[config.mk]
export PLATFORM = sky130hd
export DESIGN_NAME = axis_mm_ctrl
export DESIGN_NICKNAME = d
export VERILOG_FILES = /design/src/common/mm_cfg_pkg.sv /design/src/common/mm_ctrl_pkg.sv /design/src/rtl/axis_mm_ctrl.sv
export SDC_FILE = /design/constraint.sdc
export NUM_CORES = 1
export LEC_CHECK = 0
export BUFFER_PORTS_ARGS = -buffer_cell sky130_fd_sc_hd__buf_4
export CELL_PAD_IN_SITES_DETAIL_PLACEMENT = 0
export CELL_PAD_IN_SITES_GLOBAL_PLACEMENT = 2
export CORE_AREA = 2 2 166 168
export CTS_CLUSTER_DIAMETER = 80
export DETAILED_ROUTE_END_ITERATION = 7
export DIE_AREA = 0 0 168 170
export GPL_ROUTABILITY_DRIVEN = 1
export GPL_TIMING_DRIVEN = 0
export PLACE_DENSITY = 0.7
export REMOVE_ABC_BUFFERS = 1
export SKIP_CTS_REPAIR_TIMING = 1
export SLEW_MARGIN = 20
export SYNTH_ARGS = -nofsm -noshare
export SYNTH_HDL_FRONTEND = slang
export SYNTH_SLANG_ARGS = --single-unit
[constraint.sdc]
create_clock -name aclk -period 4 [get_ports aclk]
set_clock_uncertainty 0.15 [all_clocks]
set_input_delay 0.8 -clock aclk [delete_from_list [all_inputs] [get_ports aclk]]
set_output_delay 0.8 -clock aclk [all_outputs]
set_load 0.05 [all_outputs]
[src/common/mm_cfg_pkg.sv]
// Q8.8 elements in 2x2 blocks packed four lanes per 64-bit word; FIFO counts limited to 16 bits
package mm_cfg_pkg;

    localparam int WIDTH       = 16;                    // Element width
    localparam int FRAC_WIDTH  = 8;                     // Q8.8 fraction bits
    localparam int BLOCK_SIZE  = 2;                     // Block edge
    localparam int LANES       = BLOCK_SIZE * BLOCK_SIZE; // Elements per word
    localparam int WORD_WIDTH  = LANES * WIDTH;         // Stream word
    localparam int ACC_WIDTH   = 40;                    // MAC accumulator
    localparam int COUNT_WIDTH = 16;                    // FIFO occupancy port

    typedef logic signed [WIDTH-1:0]     elem_t;
    typedef logic signed [ACC_WIDTH-1:0] acc_t;

    localparam acc_t SAT_MAX = acc_t'(32767);           // Clip limits after rescale
    localparam acc_t SAT_MIN = acc_t'(-32768);

    // Number of 2x2 blocks covering an outer x inner matrix
    function automatic int blocks(input int outer, input int inner);
        return (outer / BLOCK_SIZE) * (inner / BLOCK_SIZE);
    endfunction

    // Index width for n entries, never below one bit
    function automatic int addr_w(input int n);
        return (n > 1) ? $clog2(n) : 1;
    endfunction

    // Lane idx = i*2+j holds element (i, j)
    function automatic elem_t lane(input logic [WORD_WIDTH-1:0] word, input int idx);
        return elem_t'(word[idx*WIDTH +: WIDTH]);
    endfunction

endpackage

[src/common/mm_ctrl_pkg.sv]
// Frame controller states; one frame is handled at a time, in the order listed
package mm_ctrl_pkg;

    typedef enum logic [2:0] {
        ST_IDLE,    // Wait for a full frame in both FIFOs
        ST_LOAD,    // Pop FIFOs into engine buffers
        ST_START,   // One-cycle engine start
        ST_WAIT,    // Engine busy
        ST_DRAIN    // Push result blocks to output FIFO
    } ctrl_state_t;

endpackage

[src/rtl/axis_mm_ctrl.sv]
// One frame in flight; waits for complete frames in both FIFOs, incoming tlast is not used
`timescale 1ns/1ps

module axis_mm_ctrl #(
    parameter int I_OUTER = 4,
    parameter int W_OUTER = 4,
    parameter int INNER   = 4
) (
    input  logic                                                              aclk,
    input  logic                                                              arst_n,
    input  logic [mm_cfg_pkg::COUNT_WIDTH-1:0]                                i_count,
    input  logic [mm_cfg_pkg::WORD_WIDTH-1:0]                                 i_tdata,
    output logic                                                              i_pop,
    input  logic [mm_cfg_pkg::COUNT_WIDTH-1:0]                                w_count,
    input  logic [mm_cfg_pkg::WORD_WIDTH-1:0]                                 w_tdata,
    output logic                                                              w_pop,
    output logic                                                              i_wr,
    output logic [mm_cfg_pkg::addr_w(mm_cfg_pkg::blocks(I_OUTER, INNER))-1:0]   i_addr,
    output logic [mm_cfg_pkg::WORD_WIDTH-1:0]                                 i_data,
    output logic                                                              w_wr,
    output logic [mm_cfg_pkg::addr_w(mm_cfg_pkg::blocks(W_OUTER, INNER))-1:0]   w_addr,
    output logic [mm_cfg_pkg::WORD_WIDTH-1:0]                                 w_data,
    output logic                                                              start,
    input  logic                                                              done,
    output logic [mm_cfg_pkg::addr_w(mm_cfg_pkg::blocks(I_OUTER, W_OUTER))-1:0] o_addr,
    input  logic [mm_cfg_pkg::WORD_WIDTH-1:0]                                 o_data,
    output logic [mm_cfg_pkg::WORD_WIDTH-1:0]                                 o_tdata,
    output logic                                                              o_tvalid,
    output logic                                                              o_tlast,
    input  logic                                                              o_tready
);
    import mm_cfg_pkg::*;
    import mm_ctrl_pkg::*;

    localparam int I_BLKS = blocks(I_OUTER, INNER);
    localparam int W_BLKS = blocks(W_OUTER, INNER);
    localparam int O_BLKS = blocks(I_OUTER, W_OUTER);
    localparam int I_AW   = addr_w(I_BLKS);
    localparam int W_AW   = addr_w(W_BLKS);
    localparam int O_AW   = addr_w(O_BLKS);

    ctrl_state_t              state;
    ctrl_state_t              state_nxt;
    logic [addr_w(I_BLKS+1)-1:0] i_cnt;                 // Reaches I_BLKS when done
    logic [addr_w(W_BLKS+1)-1:0] w_cnt;
    logic [O_AW-1:0]          o_cnt;
    logic                     frame_rdy;
    logic                     load_end;

    assign frame_rdy = (i_count >= I_BLKS) && (w_count >= W_BLKS);
    assign i_pop     = (state == ST_LOAD) && (i_cnt < I_BLKS);
    assign w_pop     = (state == ST_LOAD) && (w_cnt < W_BLKS);
    assign load_end  = (i_cnt >= I_BLKS - 1) && (w_cnt >= W_BLKS - 1); // Last pop cycle

    assign i_wr     = i_pop;                            // FIFO head goes straight to buffer
    assign i_addr   = i_cnt[I_AW-1:0];
    assign i_data   = i_tdata;
    assign w_wr     = w_pop;
    assign w_addr   = w_cnt[W_AW-1:0];
    assign w_data   = w_tdata;
    assign start    = (state == ST_START);
    assign o_tvalid = (state == ST_DRAIN);
    assign o_addr   = o_cnt;
    assign o_tdata  = o_data;
    assign o_tlast  = o_tvalid && (o_cnt == O_AW'(O_BLKS - 1)); // Frame end

    always_comb
    begin
        state_nxt = state;
        case (state)
            ST_IDLE:  if (frame_rdy) state_nxt = ST_LOAD;
            ST_LOAD:  if (load_end) state_nxt = ST_START;
            ST_START: state_nxt = ST_WAIT;
            ST_WAIT:  if (done) state_nxt = ST_DRAIN;
            ST_DRAIN: if (o_tready && o_tlast) state_nxt = ST_IDLE;
            default:  state_nxt = ST_IDLE;
        endcase
    end

    always_ff @(posedge aclk or negedge arst_n)
    begin
        if (!arst_n)
        begin
            state <= ST_IDLE;
            i_cnt <= '0;
            w_cnt <= '0;
            o_cnt <= '0;
        end
        else
        begin
            state <= state_nxt;
            if (state == ST_IDLE)                       // Rearm load counters
            begin
                i_cnt <= '0;
                w_cnt <= '0;
            end
            else
            begin
                if (i_pop)
                    i_cnt <= i_cnt + 1'b1;
                if (w_pop)
                    w_cnt <= w_cnt + 1'b1;
            end
            if (state == ST_WAIT)
                o_cnt <= '0;
            else if (o_tvalid && o_tready)              // Advance only when taken
                o_cnt <= o_cnt + 1'b1;
        end
    end

endmodule

==> out/metrics.cfg <==
[power_and_ir_drop]
power_frac_clock=0.202
total_power_uw=919
switching_share=0.483
p_int_uw=476
p_seq_frac=0.259
powerDensity_nw_per_um2=598
leakagePower_uw=0.000596
comb_power_share=0.539
ir_drop_mv=0.140
power.switching_uw=444

[route]
wl_mm=18.5
vias_per_cell=2.65
postRouteAntennaNets=0
vias=1236
dr_wl_met2_mm=6.82
drt_first_pass_iters=4
wl_per_cell_um=39.8
wl_met1_mm=4.42
wl_met3_mm=5.98
drt_iter0_markers=81
top_layer=met5
drc=0

[synth]
yosys_warnings=0
syn_avg_cell_area_um2=7.93
yosys.area.top_type=buf_4
synth-seq-cells=11
synth_cell_types=28
synthTopCellsByArea=buf_4 67%, dfrtp_1 12%, ha_1 2.8%
syn-instance-count=279
ys_seq_area_frac=0.124
netlist.area_leader.share=0.672
netlist_area_um2=2210

[critical_path]
cp_num_buf_inv=1
critPathMaxFanout=11
ff2ff_path_depth=6
rrSetupSlack_ps=2180
crit_path_end=w_pop
crit_slowest_cell=dfrtp_1
cp.depth=4
end_kind=output port
reg2reg_to=state[0]$_DFFE_PN0P_
critPathRequiredTime_ps=3050
setup.worst_path.start=state[2]$_DFFE_PN0P_
crit_chain=nor2_2 -> nand2_1 -> nor2_1 -> buf_4
cp-start-kind=register
reg2reg_from=i_cnt[1]$_DFFE_PN0P_
worstSetupPathType=register to output port
crit_arrival_ps=1710
slowest_delay_ps=480
crit_family=simple AND/OR/NAND/NOR gates

[clock_network]
cts_tree=yes
clk_latency_ps=240
path_clk_slew_ps=40
cts_buffer_depth=2
root_buffer=clkbuf_16
numCtsBuffers=3
htreeDepth=1
numClockSinks=11

[floorplan]
die_width_um=168
coreArea_um2=26700
start_util=0.0831
die_area_um2=28600
io-pin-count=433
die_h_um=170
rows=60

[sta]
rsz0062_at_grt=no
setup_violations=0
period_share=0.665
tightest_slew_ps=460
drv_slew=0
final.min_clock_period_ps=2660
fin_tns_setup_ps=0
max_freq_mhz=376
max_slew_margin=0.694
hold_violations=0

[placement]
place.gp.congestion=0.694
hpwl_mm=15.7
io_buffers=44
place_inst=462

[global_routing]
grt_start_max_net_pins=15
grt_use_total=0.121
antenna_found_initial=0
grt-ovfl-total=0
grt_pass1_vias=1174
grt_first_pass_wirelength_mm=21.3

[final_layout]
diodes=0
mostFrequentLayoutCell=buf_4
final_util=0.0577
nets=359
finalNonFillerCells=466
area_delta_synth_final_pct=-30.5
drive_gt1_frac=0.448
final_cell_mix=44 x buf_4, 13 x nand2_1, 11 x dfrtp_1

[min_path]
hp-class=primary input to async pin

[flow_run]
cap_violations=0

[status]
status=finished clean

[worst register-to-register path: cells and delay by family (launching register included)]
kind | cells | cell delay (ps)
compound gates | 3 | 690
fa+ha+maj | 2 | 390
simple gates | 1 | 90
flops | 1 | 430
[registers in the layout, indices dropped and copies added (netlist names)]
name and flops:
i_cnt 3, state 3, w_cnt 3, o_addr 2
[how the worst min path moves through the flow]
| stage | startpoint | to | slack (ps) | cells past startpoint |
|---|---|---|---|---|
| floorplan | arst_n | i_cnt[0]$_DFFE_PN0P_ | 350 | 0 |
| global placement | i_cnt[0]$_DFFE_PN0P_ | i_cnt[0]$_DFFE_PN0P_ | 450 | 1 |
| detailed placement | w_cnt[1]$_DFFE_PN0P_ | w_cnt[1]$_DFFE_PN0P_ | 450 | 1 |
| CTS | arst_n | w_cnt[1]$_DFFE_PN0P_ | 250 | 1 |
| global route | arst_n | i_cnt[0]$_DFFE_PN0P_ | 250 | 1 |
| finish | arst_n | w_cnt[1]$_DFFE_PN0P_ | 250 | 1 |
[through the flow]
| stage | setup WS, ps | cell area, um^2 | hold WS (ps) |
|---|---|---|---|
| after CTS | 1310 | 1540 | 251 |
| after global placement | 1560 | 1460 | 446 |
| final | 1340 | 1540 | 247 |
| after global routing | 1100 | 1540 | 250 |
| after detailed placement | 1570 | 1460 | 453 |
| after floorplan | 1040 | 702 | 354 |
[metal layers]
| metal | vias up | track usage |
|---|---|---|
| met5 | - | 0.0348 |
| met4 | 4 | 0.0737 |
| met3 | 44 | 0.178 |
| met2 | 315 | 0.148 |
| met1 | 489 | 0.0904 |
| li1 | 384 | - |
[cell usage after synthesis]
cell type / instances
a22o_1: 2
a21oi_1: 6
a41o_1: 1
mux2_2: 2
o22a_1: 1
dfrtp_1: 11
nor3_1: 2
clkbuf_1: 1
nor4_1: 6
a211oi_2: 2
buf_2: 2
a21oi_2: 1
and4_1: 1
nand2_1: 13
buf_4: 198
a311o_1: 1
nor3b_1: 2
o22a_2: 1
inv_1: 4
nor2_1: 8
o21ai_0: 2
nand4_1: 2
or2_2: 1
ha_1: 5
nor4b_2: 1
and3_1: 1
nor2_2: 1
buf_6: 1
[final cells by class]
| type | count | area, um^2 |
|---|---|---|
| Clock buffer | 4 | 78.8 |
| Multi-Input combinational cell | 62 | 412 |
| Fill cell | 3130 | 25100 |
| Timing Repair Buffer | 44 | 330 |
| Sequential cell | 11 | 275 |
| Tap cell | 341 | 427 |
| Inverter | 4 | 15.0 |
[cells by family (layout without fill, tap and decap cells)]
family | after synthesis | after routing | synth area share
AOI/OAI and AO/OA | 17 | 17 | 0.0588
adders and majority gates | 5 | 5 | 0.0283
buffers and inverters | 206 | 52 | 0.690
DFF | 11 | 11 | 0.124
muxes | 2 | 2 | 0.0102
and+or+nand+nor | 38 | 38 | 0.0888
[power groups by stage]
stage          registers [uW]  logic (uW)  clock network [uW]
2_1_floorplan             281         285                   0
3_3_place_gp              240         503                   0
3_5_place_dp              241         507                   0
4_1_cts                   239         509                 191
5_1_grt                   255         550                 199
6_report                  239         495                 186
Note: power is estimated with default switching activity, not from simulation.
