===== config.mk =====
export PLATFORM = sky130hd
export DESIGN_NAME = axis_fifo
export DESIGN_NICKNAME = d
export VERILOG_FILES = /design/src/common/mm_cfg_pkg.sv /design/src/rtl/axis_fifo.sv
export SDC_FILE = /design/constraint.sdc
export NUM_CORES = 1
export LEC_CHECK = 0
export BUFFER_PORTS_ARGS = -buffer_cell sky130_fd_sc_hd__buf_2
export CORE_ASPECT_RATIO = 0.6
export CORE_MARGIN = 3
export CORE_UTILIZATION = 50
export DETAILED_ROUTE_END_ITERATION = 8
export PLACE_DENSITY = 0.73
export SLEW_MARGIN = 0
export SYNTH_ARGS = -nofsm -noshare
export SYNTH_HDL_FRONTEND = slang
export SYNTH_SLANG_ARGS = --single-unit

===== constraint.sdc =====
create_clock -name aclk -period 9.09 [get_ports aclk]
set_input_delay 1.818 -clock aclk [delete_from_list [all_inputs] [get_ports aclk]]
set_output_delay 1.818 -clock aclk [all_outputs]
set_load 0.02 [all_outputs]

===== src/common/mm_cfg_pkg.sv =====
// Q8.8 elements in 2x2 blocks packed four lanes per 64-bit word; FIFO counts limited to 16 bits
package mm_cfg_pkg;

    localparam int WIDTH       = 16;                    // Element width
    localparam int FRAC_WIDTH  = 8;                     // Q8.8 fraction bits
    localparam int BLOCK_SIZE  = 2;                     // Block edge
    localparam int LANES       = BLOCK_SIZE * BLOCK_SIZE; // Elements per word
    localparam int WORD_WIDTH  = LANES * WIDTH;         // Stream word
    localparam int ACC_WIDTH   = 40;                    // MAC accumulator
    localparam int COUNT_WIDTH = 16;                    // FIFO occupancy port

    typedef logic signed [WIDTH-1:0]     elem_t;
    typedef logic signed [ACC_WIDTH-1:0] acc_t;

    localparam acc_t SAT_MAX = acc_t'(32767);           // Clip limits after rescale
    localparam acc_t SAT_MIN = acc_t'(-32768);

    // Number of 2x2 blocks covering an outer x inner matrix
    function automatic int blocks(input int outer, input int inner);
        return (outer / BLOCK_SIZE) * (inner / BLOCK_SIZE);
    endfunction

    // Index width for n entries, never below one bit
    function automatic int addr_w(input int n);
        return (n > 1) ? $clog2(n) : 1;
    endfunction

    // Lane idx = i*2+j holds element (i, j)
    function automatic elem_t lane(input logic [WORD_WIDTH-1:0] word, input int idx);
        return elem_t'(word[idx*WIDTH +: WIDTH]);
    endfunction

endpackage


===== src/rtl/axis_fifo.sv =====
// Single clock, first word fall through, DEPTH below 2**16; tlast stored beside the data
`timescale 1ns/1ps

module axis_fifo #(
    parameter int DATA_WIDTH = 64,
    parameter int DEPTH      = 8
) (
    input  logic                                 aclk,
    input  logic                                 arst_n,
    input  logic [DATA_WIDTH-1:0]                s_tdata,
    input  logic                                 s_tvalid,
    input  logic                                 s_tlast,
    output logic                                 s_tready,
    output logic [DATA_WIDTH-1:0]                m_tdata,
    output logic                                 m_tvalid,
    output logic                                 m_tlast,
    input  logic                                 m_tready,
    output logic [mm_cfg_pkg::COUNT_WIDTH-1:0]   count
);
    import mm_cfg_pkg::*;

    localparam int AW = addr_w(DEPTH);

    logic [DATA_WIDTH:0] mem [DEPTH];                   // tlast in top bit
    logic [AW-1:0]       wr_ptr;
    logic [AW-1:0]       rd_ptr;
    logic                push;
    logic                pop;

    assign s_tready = (count < DEPTH);                  // Room left
    assign m_tvalid = (count != '0);                    // Head word present
    assign push     = s_tvalid && s_tready;
    assign pop      = m_tvalid && m_tready;

    assign {m_tlast, m_tdata} = mem[rd_ptr];            // Head read is combinational

    always_ff @(posedge aclk)
    begin
        if (push)
            mem[wr_ptr] <= {s_tlast, s_tdata};
    end

    always_ff @(posedge aclk or negedge arst_n)
    begin
        if (!arst_n)
        begin
            wr_ptr <= '0;
            rd_ptr <= '0;
            count  <= '0;
        end
        else
        begin
            if (push)                                   // Wrap at DEPTH, any size
                wr_ptr <= (wr_ptr == AW'(DEPTH-1)) ? '0 : wr_ptr + 1'b1;
            if (pop)
                rd_ptr <= (rd_ptr == AW'(DEPTH-1)) ? '0 : rd_ptr + 1'b1;
            count <= count + COUNT_WIDTH'(push) - COUNT_WIDTH'(pop); // Push and pop may meet
        end
    end

endmodule


==> results of run 1 <==
==> cell families after synthesis <==
kind of cell	count (synthesis)
xor+xnor	14
flops	542
compound gates	33
simple gates	49
buf+inv	62
mux	199
fa+ha+maj	29
==> through the flow <==
step	cells	hold WS, ns
4_1_cts	1706	0.550
3_3_place_gp	1620	0.531
5_1_grt	1708	0.581
6_report	1708	0.548
2_1_floorplan	928	0.548
3_5_place_dp	1620	0.536
==> synthesized netlist by cell type, types with 2 or more instances <==
| master | count |
|---|---|
| sky130_fd_sc_hd__clkbuf_1 | 14 |
| sky130_fd_sc_hd__nor2b_1 | 3 |
| sky130_fd_sc_hd__mux4_2 | 130 |
| sky130_fd_sc_hd__nand2_1 | 4 |
| sky130_fd_sc_hd__o21ai_0 | 5 |
| sky130_fd_sc_hd__and2_1 | 2 |
| sky130_fd_sc_hd__nor2_1 | 15 |
| sky130_fd_sc_hd__ha_1 | 28 |
| sky130_fd_sc_hd__xnor2_1 | 7 |
| sky130_fd_sc_hd__nand2b_1 | 5 |
| sky130_fd_sc_hd__buf_2 | 14 |
| sky130_fd_sc_hd__nand3_1 | 2 |
| sky130_fd_sc_hd__a21oi_1 | 12 |
| sky130_fd_sc_hd__edfxtp_1 | 520 |
| sky130_fd_sc_hd__a21o_1 | 2 |
| sky130_fd_sc_hd__nor3_1 | 9 |
| sky130_fd_sc_hd__xor2_1 | 7 |
| sky130_fd_sc_hd__dfrtp_1 | 22 |
| sky130_fd_sc_hd__buf_1 | 9 |
| sky130_fd_sc_hd__inv_1 | 24 |
| sky130_fd_sc_hd__mux2_2 | 69 |
==> path summary, 6_finish.rpt <==
kind	start	end	slack, ns	cells past startpoint
min in group asynchronous	arst_n	count[4]$_DFF_PN0_	1.24	1
min reg2reg	count[0]$_DFF_PN0_	count[0]$_DFF_PN0_	0.55	1
max reg2reg	count[9]$_DFF_PN0_	count[12]$_DFF_PN0_	5.06	17
max in group asynchronous	arst_n	rd_ptr[2]$_DFFE_PN0P_	7.44	1
min	count[0]$_DFF_PN0_	count[0]$_DFF_PN0_	0.55	1
max	rd_ptr[1]$_DFFE_PN0P_	m_tdata[23]	3.56	5
==> state kept, by name, indices dropped and copies added (netlist names) <==
register and cells:
mem 520, rd_ptr 3, wr_ptr 3, count 16
==> cell type report <==
| class | instances | area (um2) | area share |
|---|---|---|---|
| Sequential cell | 542 | 16200 | 0.667 |
| Tap cell | 560 | 701 | 0.0289 |
| Multi-Input combinational cell | 324 | 4790 | 0.197 |
| Clock buffer | 58 | 1280 | 0.0528 |
| Antenna cell | 2 | 5.00 | 0.000206 |
| Timing Repair Buffer | 170 | 898 | 0.0370 |
| Inverter | 24 | 90.1 | 0.00371 |
| Clock inverter | 28 | 319 | 0.0132 |
==> per-layer routing <==
layer | wire (um) | global-route usage
met5 | 13 | 0
met1 | 18400 | 0.269
met3 | 1840 | 0.0310
met2 | 19300 | 0.292
met4 | 830 | 0.0431
==> power breakdown <==
part / switching [W] / internal, W
logic: 0.00139 / 0.00121
registers: 0.000191 / 0.00292
clock network: 0.000867 / 0.00118
total: 0.00245 / 0.00531
==> results.md, run 1 <==
- Synthesis inferred ~540 register bits.
- Leaving out fill and tap cells, the most frequent cell in the layout is sky130_fd_sc_hd__edfxtp_1.
- For this design the top-level I/O count stands at around 150.
- The length of the first detailed-routing pass in iterations is 5.
- The number of antenna-violating nets in the routed design is 0.
- Setup repair after global routing left no endpoint under its margin.
- The share of async-settable or async-resettable flops after synthesis is 0.0406.
- IR analysis of the VDD net gives a maximum drop of 0.175 mV.
- The endpoint class of the critical path is a primary output.
- The post-CTS clock slew at the launch and capture registers of the worst setup and hold paths is around 0.07 ns.
- TritonCTS built the clock tree.
- The count of endpoints failing hold in the final timing report is 0.
- CTS placed an instance of sky130_fd_sc_hd__clkbuf_16 at the clock tree root.
- The die area is between 0.04 and 0.05 mm2.
- The highest attainable clock frequency is around 0.18 GHz.
- A synthesized cell averages approximately 23 um2.
- In this run the tightest slew margin relative to its limit is 0.286.
- The final-layout fill cell count is between 2000 and 3000.
- The leakage dissipation is ~8.1 nW.
- Synthesis produced a netlist whose cell count is slightly above 900.
- The total count of max-transition violations in the final report was 0.
- The die is around 270 um wide.
- Of the post-synthesis cell area, the dominant cell type holds 0.738.
- The routed wirelength normalized by instance count is 23.7 um.
- The number of antenna violations at the first check in global routing is 4.
- Dividing the final minimum period by the clock period gives 0.609.
- Counting every net in the synthesized netlist gives a little over 1000.
- Entering global routing, the biggest net connects between 50 and 60 pins.
- The type of element launching the critical path is a flop.
- The placer's final routability congestion estimate is a little over 0.8.
- The overall power of the completed layout is approximately 0.0078 W.
- The via count of the first global-routing pass came to 10000.
- The CTS buffer count is 49.
- The area of all placed cells without fillers is between 0.02 and 0.025 mm2.
- During synthesis, Yosys emitted a total of 0 warnings.
- For the pin with the worst max-slew slack, the measured transition is between 1 and 1.5 ns.
- The data arrival time of the worst path is between 3 and 4 ns.
- Traced cell by cell, the critical path runs through buf_4 > buf_4 > mux4_2 > mux2_2 > buf_2.
- The worst-skew pair later-pin latency is between 0.5 and 0.6 ns.
- The worst hold path belongs to the class flop to flop.
- The family of cells with the greatest summed delay on the critical path is buffers and inverters.
- The placed cell area is 0.0227 mm2.
- The number of gates resized after cts is 0.
- By area, the combinational part of the netlist is dominated by multiplexers.
- The simple-gate share of the synthesized area is 0.0122.
- Ranked by total cell area, the synthesized netlist is headed by sky130_fd_sc_hd__edfxtp_1, sky130_fd_sc_hd__mux4_2, sky130_fd_sc_hd__mux2_2, sky130_fd_sc_hd__dfrtp_1, sky130_fd_sc_hd__ha_1.
- The post-detailed-placement half-perimeter wirelength is roughly 22000 um.
- The share of the core filled with cells in the final layout is 0.591.
- After detailed routing, the number of vias per cell comes to about 5.6.
- The cell accounting for the most synthesized area is sky130_fd_sc_hd__edfxtp_1.
- The number of distinct library cell variants in the gate-level netlist after synthesis is 46.
- For this block, the routed nets add up to 40400 um of wire.
- The slowest stage of the critical path belongs to the cell sky130_fd_sc_hd__dfrtp_4.
- Post-CTS timing repair inserted 0 buffers for setup.
- The number of DRC markers in iteration 0 is 841.
- After detailed routing, the number of remaining DRC violations is 0.
- The most frequent cell on the critical path is sky130_fd_sc_hd__buf_4.
- The largest clock skew in the final design is 0.0226 ns.
- The power density over the cells is 320 mW/mm2.
- The number of synthesized flops with an enable pin is between 500 and 600.
- The total standard cell area after synthesis is about 0.021 mm2.
- The first global-routing pass estimated approximately 62000 um of wire.
- Global routing finished with a remaining overflow of 0.
- Across the run, the number of max-cap violations was 0.
- Setup violations remaining at the end of the flow were counted as 0.
- No sink is reached through more buffers than the 3 on the longest clock path.
- Clock tree synthesis found a total of between 500 and 600 sinks.
- The number of I/O port buffers is between 150 and 200.
- The worst path needs between 5 and 6 ns of the cycle, external delays included.
- From bottom edge to top edge, the die measures roughly 170 um.
- The required time reported for the critical path endpoint is 7.27 ns.
- The area growth from synthesis to layout is 14.6%.
- The compound-gate portion of the synthesized area is 0.0135.
- For this block, the via count after detailed routing is 9635.
- In this run, post-CTS hold repair placed 0 buffers.
- Of the cells placed in the final design, the portion with a size suffix greater than 1 is 0.405.
- The effective utilization at floorplan is 0.515.
- For this run, the post-layout net count is 1209.
- The worst slack at placement is 4.16 ns.
- CTS built an H-tree with a depth of 2.
- The final-layout setup total negative slack is 0 ns.
- The placement row count is 57.
- The flow ran to the end, and the final reports show no timing, DRC or antenna violations.
- The setup path with the least slack is of type flop to primary output.
- The multiplexer fraction of the synthesized cell area is 0.175.
- The global router's overall resource usage is 0.183.
- Setup slack closes at 3.56 ns.
- The share of the Yosys chip area taken by registers is 0.764.
- The main flop type after synthesis is sky130_fd_sc_hd__edfxtp_1.
- The parity-gate share of the synthesized area counting xor and xnor cells is 0.00579.
- Of the total synthesized cell area, the portion taken by full adders, half adders and majority gates is 0.0175.
- In the layout the commonest cells are sky130_fd_sc_hd__edfxtp_1, sky130_fd_sc_hd__buf_2, sky130_fd_sc_hd__mux4_2.
- The highest cell delay on the worst timing path is 0.83 ns.
- The largest fanout on the critical path is 46.
- The core area is ~0.041 mm2.
- Together, buffers and inverters on the worst path number 3.
Note: power is estimated with default switching activity, not from simulation.
==> run 2: changes to the inputs <==
==> constraint.sdc (replaced) <==
create_clock -name aclk -period 5.33 [get_ports aclk]
set_input_delay 1.066 -clock aclk [delete_from_list [all_inputs] [get_ports aclk]]
set_output_delay 1.066 -clock aclk [all_outputs]
set_load 0.02 [all_outputs]
==> run 2 against run 1 <==
  * Die area stayed put
  * Global-route usage is 0.23 points higher
  * Register-to-register slack worse by 3.7 ns
  * Setup slack worse by 2.2 ns
  * Flip-flop and latch count stayed put
  * Sequential share of layout area is 0.12 points higher
  * Design area is 0.19% lower
  * First-iteration DRC count is 0.48% lower
  * Combinational power is 76% higher
  * Non-clock buffer count stayed put
  * Largest cell class unchanged
==> results.md, run 2 (synthesis results as in run 1) <==
- The placement row count is 57 (unchanged).
- The remaining global-route overflow is 0 (unchanged).
- The routed wirelength normalized by instance count is 23.9 um (+0.90%).
- The effective utilization at floorplan was 0.515 (unchanged).
- The number of placed instances, taps included is 1620 (unchanged).
- The worst reg2reg path startpoint is count[13]$_DFF_PN0_.
- The endpoint class of the critical path is a flop.
- The leakage dissipation came to 8.02 nW (-0.39%).
- The number of stages on the worst setup path is 17 (+12).
- The maximum number of pins on one net before global-route repair came to 69 (+35%).
- The net count of the finished layout is 1208 (-0.083%).
- The final cell count without fillers came to 1708 (unchanged).
- The area of the multi-input gates came to 0.00481 mm2 (+0.31%).
- The flow ran to the end, and the final reports show no timing, DRC or antenna violations.
- In this run the critical register-to-register path is captured at count[14]$_DFF_PN0_.
- The final number of setup-violating endpoints came to 0 (unchanged).
- The hold buffer count at CTS is 0 (unchanged).
- In the final layout, the registers with the most flip-flops are mem (520), count (16).
- The startpoint-to-endpoint class of the critical path is flop to flop.
- The number of flip-flops under the largest register name was 520 (unchanged).
- In this run the worst setup path terminates at count[14]$_DFF_PN0_.
- The post-CTS setup buffer count is 0 (unchanged).
- The largest buffer count on any clock path is 3 (unchanged).
- The placer's final routability congestion estimate is 0.825 (+0.63%).
- The number of H-tree branching levels is 2 (unchanged).
- The die area was 0.0449 mm2 (unchanged).
- The number of max-capacitance violations reported came to 0 (unchanged).
- The number of DRC markers in iteration 0 came to 837 (-0.48%).
- The largest fanout on the critical path is 10 (-78%).
- CTS placed an instance of sky130_fd_sc_hd__clkbuf_16 at the clock tree root.
- The highest attainable clock frequency is about 0.25 GHz.
- The slew at the pin closest to its max-slew limit came to 0.960 ns (-0.109 ns).
- The number of I/O pins is 152 (unchanged).
- Traced cell by cell, the critical path runs through inv_1 > ha_1 > nand3_1 > o31ai_1 > and2_1 > nand2_1 > ha_1 > inv_1 > ha_1 > inv_1 > fa_1 > nor2b_1 > o21ai_2 > a2111oi_4 > nor3_1 > o41ai_2 > xor2_1.
- The required time reported for the critical path endpoint was 5.80 ns (-1.47 ns).
- The final routed DRC violation total was 0 (unchanged).
- The detailed-route via count is 9656 (+0.22%).
- The via count of the first global-routing pass is 10100 (+0.68%).
- The final-layout fill cell count came to 2936 (-0.58%).
- The post-detailed-placement half-perimeter wirelength is 22700 um (+1.5%).
- The CTS buffer count is 48 (-2.0%).
- The setup slack on the worst flop-to-flop path is 1.33 ns (-3.73 ns).
- The final period demand of the worst path is about 4 ns.
- The number of gates resized after cts is 0 (unchanged).
- The post-layout worst setup margin was 1.33 ns (-2.23 ns).
- The total count of max-transition violations in the final report is 0 (unchanged).
- The overall power of the completed layout is 0.0131 W (+69%).
- The total wirelength of the detailed-routed design is 40800 um (+0.90%).
- The length of the first detailed-routing pass in iterations is 5 (unchanged).
- The global-route wire length before repair is 62300 um (+0.63%).
- The share of layout cells above drive strength 1 is 0.398 (-0.00663).
- The number of antenna violations at the first check in global routing was 9 (+5).
- The number of antenna-violating nets in the routed design is 0 (unchanged).
- The worst-skew pair later-pin latency is 0.56 ns (about the same).
- In the layout the commonest cells are sky130_fd_sc_hd__edfxtp_1, sky130_fd_sc_hd__buf_2, sky130_fd_sc_hd__mux4_2.
- The data arrival time of the worst path is 4.48 ns (+0.77 ns).
- The sequential standard cell area is 0.0162 mm2 (unchanged).
- The post-CTS clock slew at the launch and capture registers of the worst setup and hold paths is 0.07 ns (about the same).
- The worst setup path is launched from a flop.
- The core area came to 0.0411 mm2 (unchanged).
- Setup repair after global routing left no endpoint under its margin.
- The worst supply voltage drop on vdd is 0.362 mV (+110%).
- The TritonCTS clock tree is done.
- The via density per instance came to 5.65 (+0.22%).
- The period utilization is 0.751.
- The count of endpoints failing hold in the final timing report was 0 (unchanged).
- The power density over the cells is 541 mW/mm2 (+69%).
- The count of buffering cells on the critical path with inverters included is 3 (unchanged).
- The number of sinks on the clock net was 542 (unchanged).
- mem holds more flip-flops than any other register.
- The number of I/O port buffers is 151 (unchanged).
- Broken down by cell family, the worst path's largest delay share belongs to adder cells.
- The highest cell delay on the worst timing path is 0.43 ns (-0.40 ns).
- The worst slack at placement is 1.37 ns (-2.78 ns).
- The die boundary width was 272 um (unchanged).
- The global router's overall resource usage is 0.185 (+0.00233).
- Compared with the post-synthesis result, the final layout area differs by 14.4%.
- The library cell used most frequently in the layout, excluding fill and tap cells, is sky130_fd_sc_hd__edfxtp_1.
- The smallest hold slack was 0.491 ns (-0.0565 ns).
- The share of the core filled with cells in the final layout is 0.590 (-0.00110).
- The largest clock skew in the final design is 0.0219 ns (-0.000697 ns).
- In this run the worst hold path is classified as input port to asynchronous set/reset pin.
- The largest individual stage delay along the critical path comes from the cell sky130_fd_sc_hd__fa_1.
- The path depth of the worst reg2reg path is 17 (unchanged).
- The chip height is 165 um (unchanged).
- The critical path launch point is count[13]$_DFF_PN0_.
- The tightest slew margin relative to the limit is 0.360 (+0.0741).
run 2: changes by cell type in the layout (fill, tap and decap cells not counted), sizes merged:
cell,delta
clkbuf,+4
clkinv,+1
diode,+1
inv,+1
bufinv,-3
clkinvlp,-4
run 2: cell type report:
| class | count | share of cell area |
|---|---|---|
| flip-flops and latches | 542 | 0.668 |
| inverters | 24 | 0.00372 |
| diodes | 3 | 0.000310 |
| multi-input cells | 324 | 0.198 |
| repair buffers | 170 | 0.0402 |
| well taps | 560 | 0.0289 |
| clock inverters | 23 | 0.00775 |
| clock buffers | 62 | 0.0526 |
run 2: per-stage QoR:
| stage | setup TNS (ns) | area (um2) |
|---|---|---|
| final | 0 | 24200 |
| after global routing | 0 | 24200 |
| after CTS | 0 | 24200 |
| after detailed placement | 0 | 22700 |
| after global placement | 0 | 22700 |
| after floorplan | -253.83 | 21200 |
run 2: worst min-delay path by stage:
stage,startpoint,slack [ns],cells after the start,end
2_1_floorplan,wr_ptr[1]$_DFFE_PN0P_,0.58,2,wr_ptr[1]$_DFFE_PN0P_
3_3_place_gp,count[0]$_DFF_PN0_,0.55,1,count[0]$_DFF_PN0_
3_5_place_dp,count[0]$_DFF_PN0_,0.54,1,count[0]$_DFF_PN0_
4_1_cts,arst_n,0.47,1,count[3]$_DFF_PN0_
5_1_grt,arst_n,0.50,1,count[4]$_DFF_PN0_
6_report,arst_n,0.49,1,count[3]$_DFF_PN0_
run 2: per-layer routing:
| metal | GRT usage | vias to the layer above | share of wire | wire [um] |
|---|---|---|---|---|
| met5 | 0 | - | 0.0022 | 91 |
| met4 | 0.0434 | 14 | 0.015 | 617 |
| met3 | 0.0426 | 67 | 0.057 | 2320 |
| met2 | 0.295 | 252 | 0.48 | 19500 |
| met1 | 0.266 | 5103 | 0.45 | 18200 |
| li1 | - | 4220 | - | - |
run 2: power by group:
group          internal (W)  leakage (nW)  switching (W)
Sequential          0.00497          4.94       0.000270
Clock               0.00183         0.714        0.00144
Combinational       0.00211          2.37        0.00247
==> run 3: changes to the inputs <==
==> constraint.sdc (replaced) <==
create_clock -name aclk -period 3.8 [get_ports aclk]
set_input_delay 0.76 -clock aclk [delete_from_list [all_inputs] [get_ports aclk]]
set_output_delay 0.76 -clock aclk [all_outputs]
set_load 0.02 [all_outputs]
==> run 3 against run 2 <==
  * Critical path type unchanged
  * Sequential share of layout area shrank 0.77 points
  * Routed wire length shrank 1.1%
  * Global-route usage shrank 0.14 points
  * Maximum frequency grew 10%
  * Non-clock buffer count grew 3
==> results.md, run 3 (synthesis results as in run 1) <==
- TritonCTS built the clock tree.
- The number of flip-flops under the largest register name is 520 (unchanged).
- The worst supply voltage drop on vdd was 0.427 mV (+18%).
- The most common cell after layout, fill and taps aside is sky130_fd_sc_hd__edfxtp_1.
- The hold buffer count at CTS is 0 (unchanged).
- The data arrival time of the worst path is 4.08 ns (-0.40 ns).
- The most frequent cell on the critical path is sky130_fd_sc_hd__inv_1.
- The placer's final routability congestion estimate is 0.822 (-0.41%).
- The endpoint class of the critical path is a flop.
- The core area is 0.0411 mm2 (unchanged).
- The remaining global-route overflow is 0 (unchanged).
- The number of I/O pins was 152 (unchanged).
- The via density per instance was 5.61 (-0.81%).
- The number of DRC markers in iteration 0 came to 817 (-2.4%).
- The tightest slew margin relative to the limit is 0.606 (+0.246).
- The net count of the finished layout is 1210 (+0.17%).
- The placement row count is 57 (unchanged).
- The startpoint-to-endpoint class of the critical path is flop to flop.
- The required time reported for the critical path endpoint is 4.26 ns (-1.54 ns).
- The worst reg2reg path startpoint is count[8]$_DFF_PN0_.
- The number of H-tree branching levels came to 2 (unchanged).
- The largest registers in the layout are mem (520), count (16).
- The number of antenna violations at the first check in global routing is 7 (-2).
- The share of layout cells above drive strength 1 is 0.421 (+0.0223).
- The maximum number of pins on one net before global-route repair is 66 (-4.3%).
- The highest attainable clock frequency is 0.276 GHz (+10%).
- The worst-skew pair later-pin latency came to 0.55 ns (about the same).
- The final number of setup-violating endpoints was 0 (unchanged).
- The length of the first detailed-routing pass in iterations is 5 (unchanged).
- The run finished with clean final reports.
- The highest cell delay on the worst timing path was 0.44 ns (about the same).
- The final routed DRC violation total came to 0 (unchanged).
- The effective utilization at floorplan is 0.515 (unchanged).
- The worst setup path is launched from a flop.
- The largest fanout on the critical path is 3 (-7).
- The chip height came to 165 um (unchanged).
- The area added between synthesis and finish is 15.8%.
- The largest buffer count on any clock path was 3 (unchanged).
- The leakage dissipation is 8.12 nW (+1.2%).
- The top cell types in the final layout, fill and taps aside, are sky130_fd_sc_hd__edfxtp_1, sky130_fd_sc_hd__buf_2, sky130_fd_sc_hd__mux4_2.
- The final-layout setup total negative slack came to 0 ns (unchanged).
- The global router's overall resource usage is 0.184 (-0.00141).
- The via count of the first global-routing pass is 10100 (+0.060%).
- The register with the highest flop count is mem.
- The post-detailed-placement half-perimeter wirelength was 22300 um (-1.4%).
- The area of all placed cells without fillers is 0.0245 mm2 (+1.2%).
- The period utilization is 0.954 (+0.203).
- The number of sinks on the clock net is 542 (unchanged).
- The global-route wire length before repair was 62300 um (about the same).
- The path depth of the worst reg2reg path is 17 (unchanged).
- The die boundary width came to 272 um (unchanged).
- The share of the core filled with cells in the final layout is 0.597 (+0.00731).
- The worst slack at placement is 0.132 ns (-1.24 ns).
- The total count of max-transition violations in the final report is 0 (unchanged).
- The routed wirelength normalized by instance count is 23.6 um (-0.99%).
- Among all stages on the critical path, the largest delay is contributed by sky130_fd_sc_hd__a2111oi_4.
- The cell sitting at the root of the clock tree is a sky130_fd_sc_hd__clkbuf_16.
- The total wirelength of the detailed-routed design came to 40400 um (-1.1%).
- The path class of the lowest-slack min-delay path is input port to asynchronous set/reset pin.
- The placed cell area came to 0.0229 mm2 (+0.72%).
- The number of antenna-violating nets in the routed design is 0 (unchanged).
- The power density over the cells is 767 mW/mm2 (+42%).
- The post-layout worst setup margin is 0.174 ns (-1.15 ns).
- Setup repair after global routing left no endpoint under its margin.
- The count of endpoints failing hold in the final timing report was 0 (unchanged).
- The CTS buffer count is 47 (-2.1%).
- The number of I/O port buffers is 151 (unchanged).
- The setup slack on the worst flop-to-flop path is 0.17 ns (-1.15 ns).
- The final period demand of the worst path is 3.63 ns (-0.379 ns).
- The post-CTS clock slew at the launch and capture registers of the worst setup and hold paths is 0.07 ns (about the same).
- The detailed-route via count is 9572 (-0.87%).
- The largest clock skew in the final design is 0.0180 ns (-0.00398 ns).
- The end of the worst register-to-register path is count[12]$_DFF_PN0_.
- Traced cell by cell, the critical path runs through inv_1 > ha_1 > nand3_2 > o31ai_2 > and2_4 > nand2_4 > ha_1 > inv_1 > ha_2 > inv_1 > fa_2 > nor2b_2 > o21ai_2 > a2111oi_4 > nor2_1 > a221oi_2 > xor2_1.
- The slew at the pin closest to its max-slew limit was 0.591 ns (-0.369 ns).
- The die area is 0.0449 mm2 (unchanged).
- The number of max-capacitance violations reported is 0 (unchanged).
-- run 3: final cells by class --
class / instances / area, um2
sequential: 542 / 16200
inverter: 24 / 90.1
multi-input combinational: 324 / 4850
fill: 2897 / 16600
timing repair buffer: 173 / 1100
clock buffer: 61 / 1270
clock inverter: 22 / 317
antenna: 1 / 2.50
tap: 560 / 701
-- run 3: worst max-delay path by stage --
stage	startpoint	end	slack, ns	depth (start not counted)
detailed placement	count[12]$_DFF_PN0_	count[12]$_DFF_PN0_	0.13	17
global placement	count[8]$_DFF_PN0_	count[14]$_DFF_PN0_	0.23	17
floorplan	count[12]$_DFF_PN0_	mem[7][0]$_DFFE_PP_	-0.77	7
finish	count[8]$_DFF_PN0_	count[12]$_DFF_PN0_	0.17	17
CTS	count[12]$_DFF_PN0_	count[12]$_DFF_PN0_	0.1	17
global route	count[8]$_DFF_PN0_	count[12]$_DFF_PN0_	0.01	17
-- run 3: through the flow --
step | std cells | total power [W] | hold slack (ns)
6_report | 1707 | 0.0188 | 0.185
2_1_floorplan | 928 | 0.0122 | 0.464
3_5_place_dp | 1623 | 0.0141 | 0.527
3_3_place_gp | 1623 | 0.0140 | 0.520
4_1_cts | 1706 | 0.0190 | 0.181
5_1_grt | 1706 | 0.0197 | 0.207
-- run 3: timing repair --
item | 4_1_cts | 5_1_grt
buffers inserted | 0 | 0
hold endpoints to repair | 0 | 0
endpoints found under the setup margin | 0 | 2
gates resized for setup | 0 | 6
-- run 3: worst max-delay path, delay by kind of cell, from the launching register on --
kind / cells / cell delay (ns)
adders and majority gates: 4 / 1.01
buffers and inverters: 3 / 0.21
DFF: 1 / 0.41
xor gates and xnor gates: 1 / 0.18
and+or+nand+nor: 5 / 0.66
AOI/OAI and AO/OA: 4 / 1.07
-- run 3: power by group --
part	internal, W	total, W	leakage [nW]	switching (W)
Clock	0.00289	0.00489	0.759	0.00200
Sequential	0.00699	0.00740	4.93	0.000418
Combinational	0.00305	0.00652	2.43	0.00347
-- run 3: metal layers --
layer / global-route usage / up-vias / wire, um
met5: 0 / - / 82
met4: 0.0343 / 14 / 539
met3: 0.0394 / 59 / 2360
met2: 0.293 / 241 / 19400
met1: 0.269 / 5020 / 18000
li1: - / 4238 / -
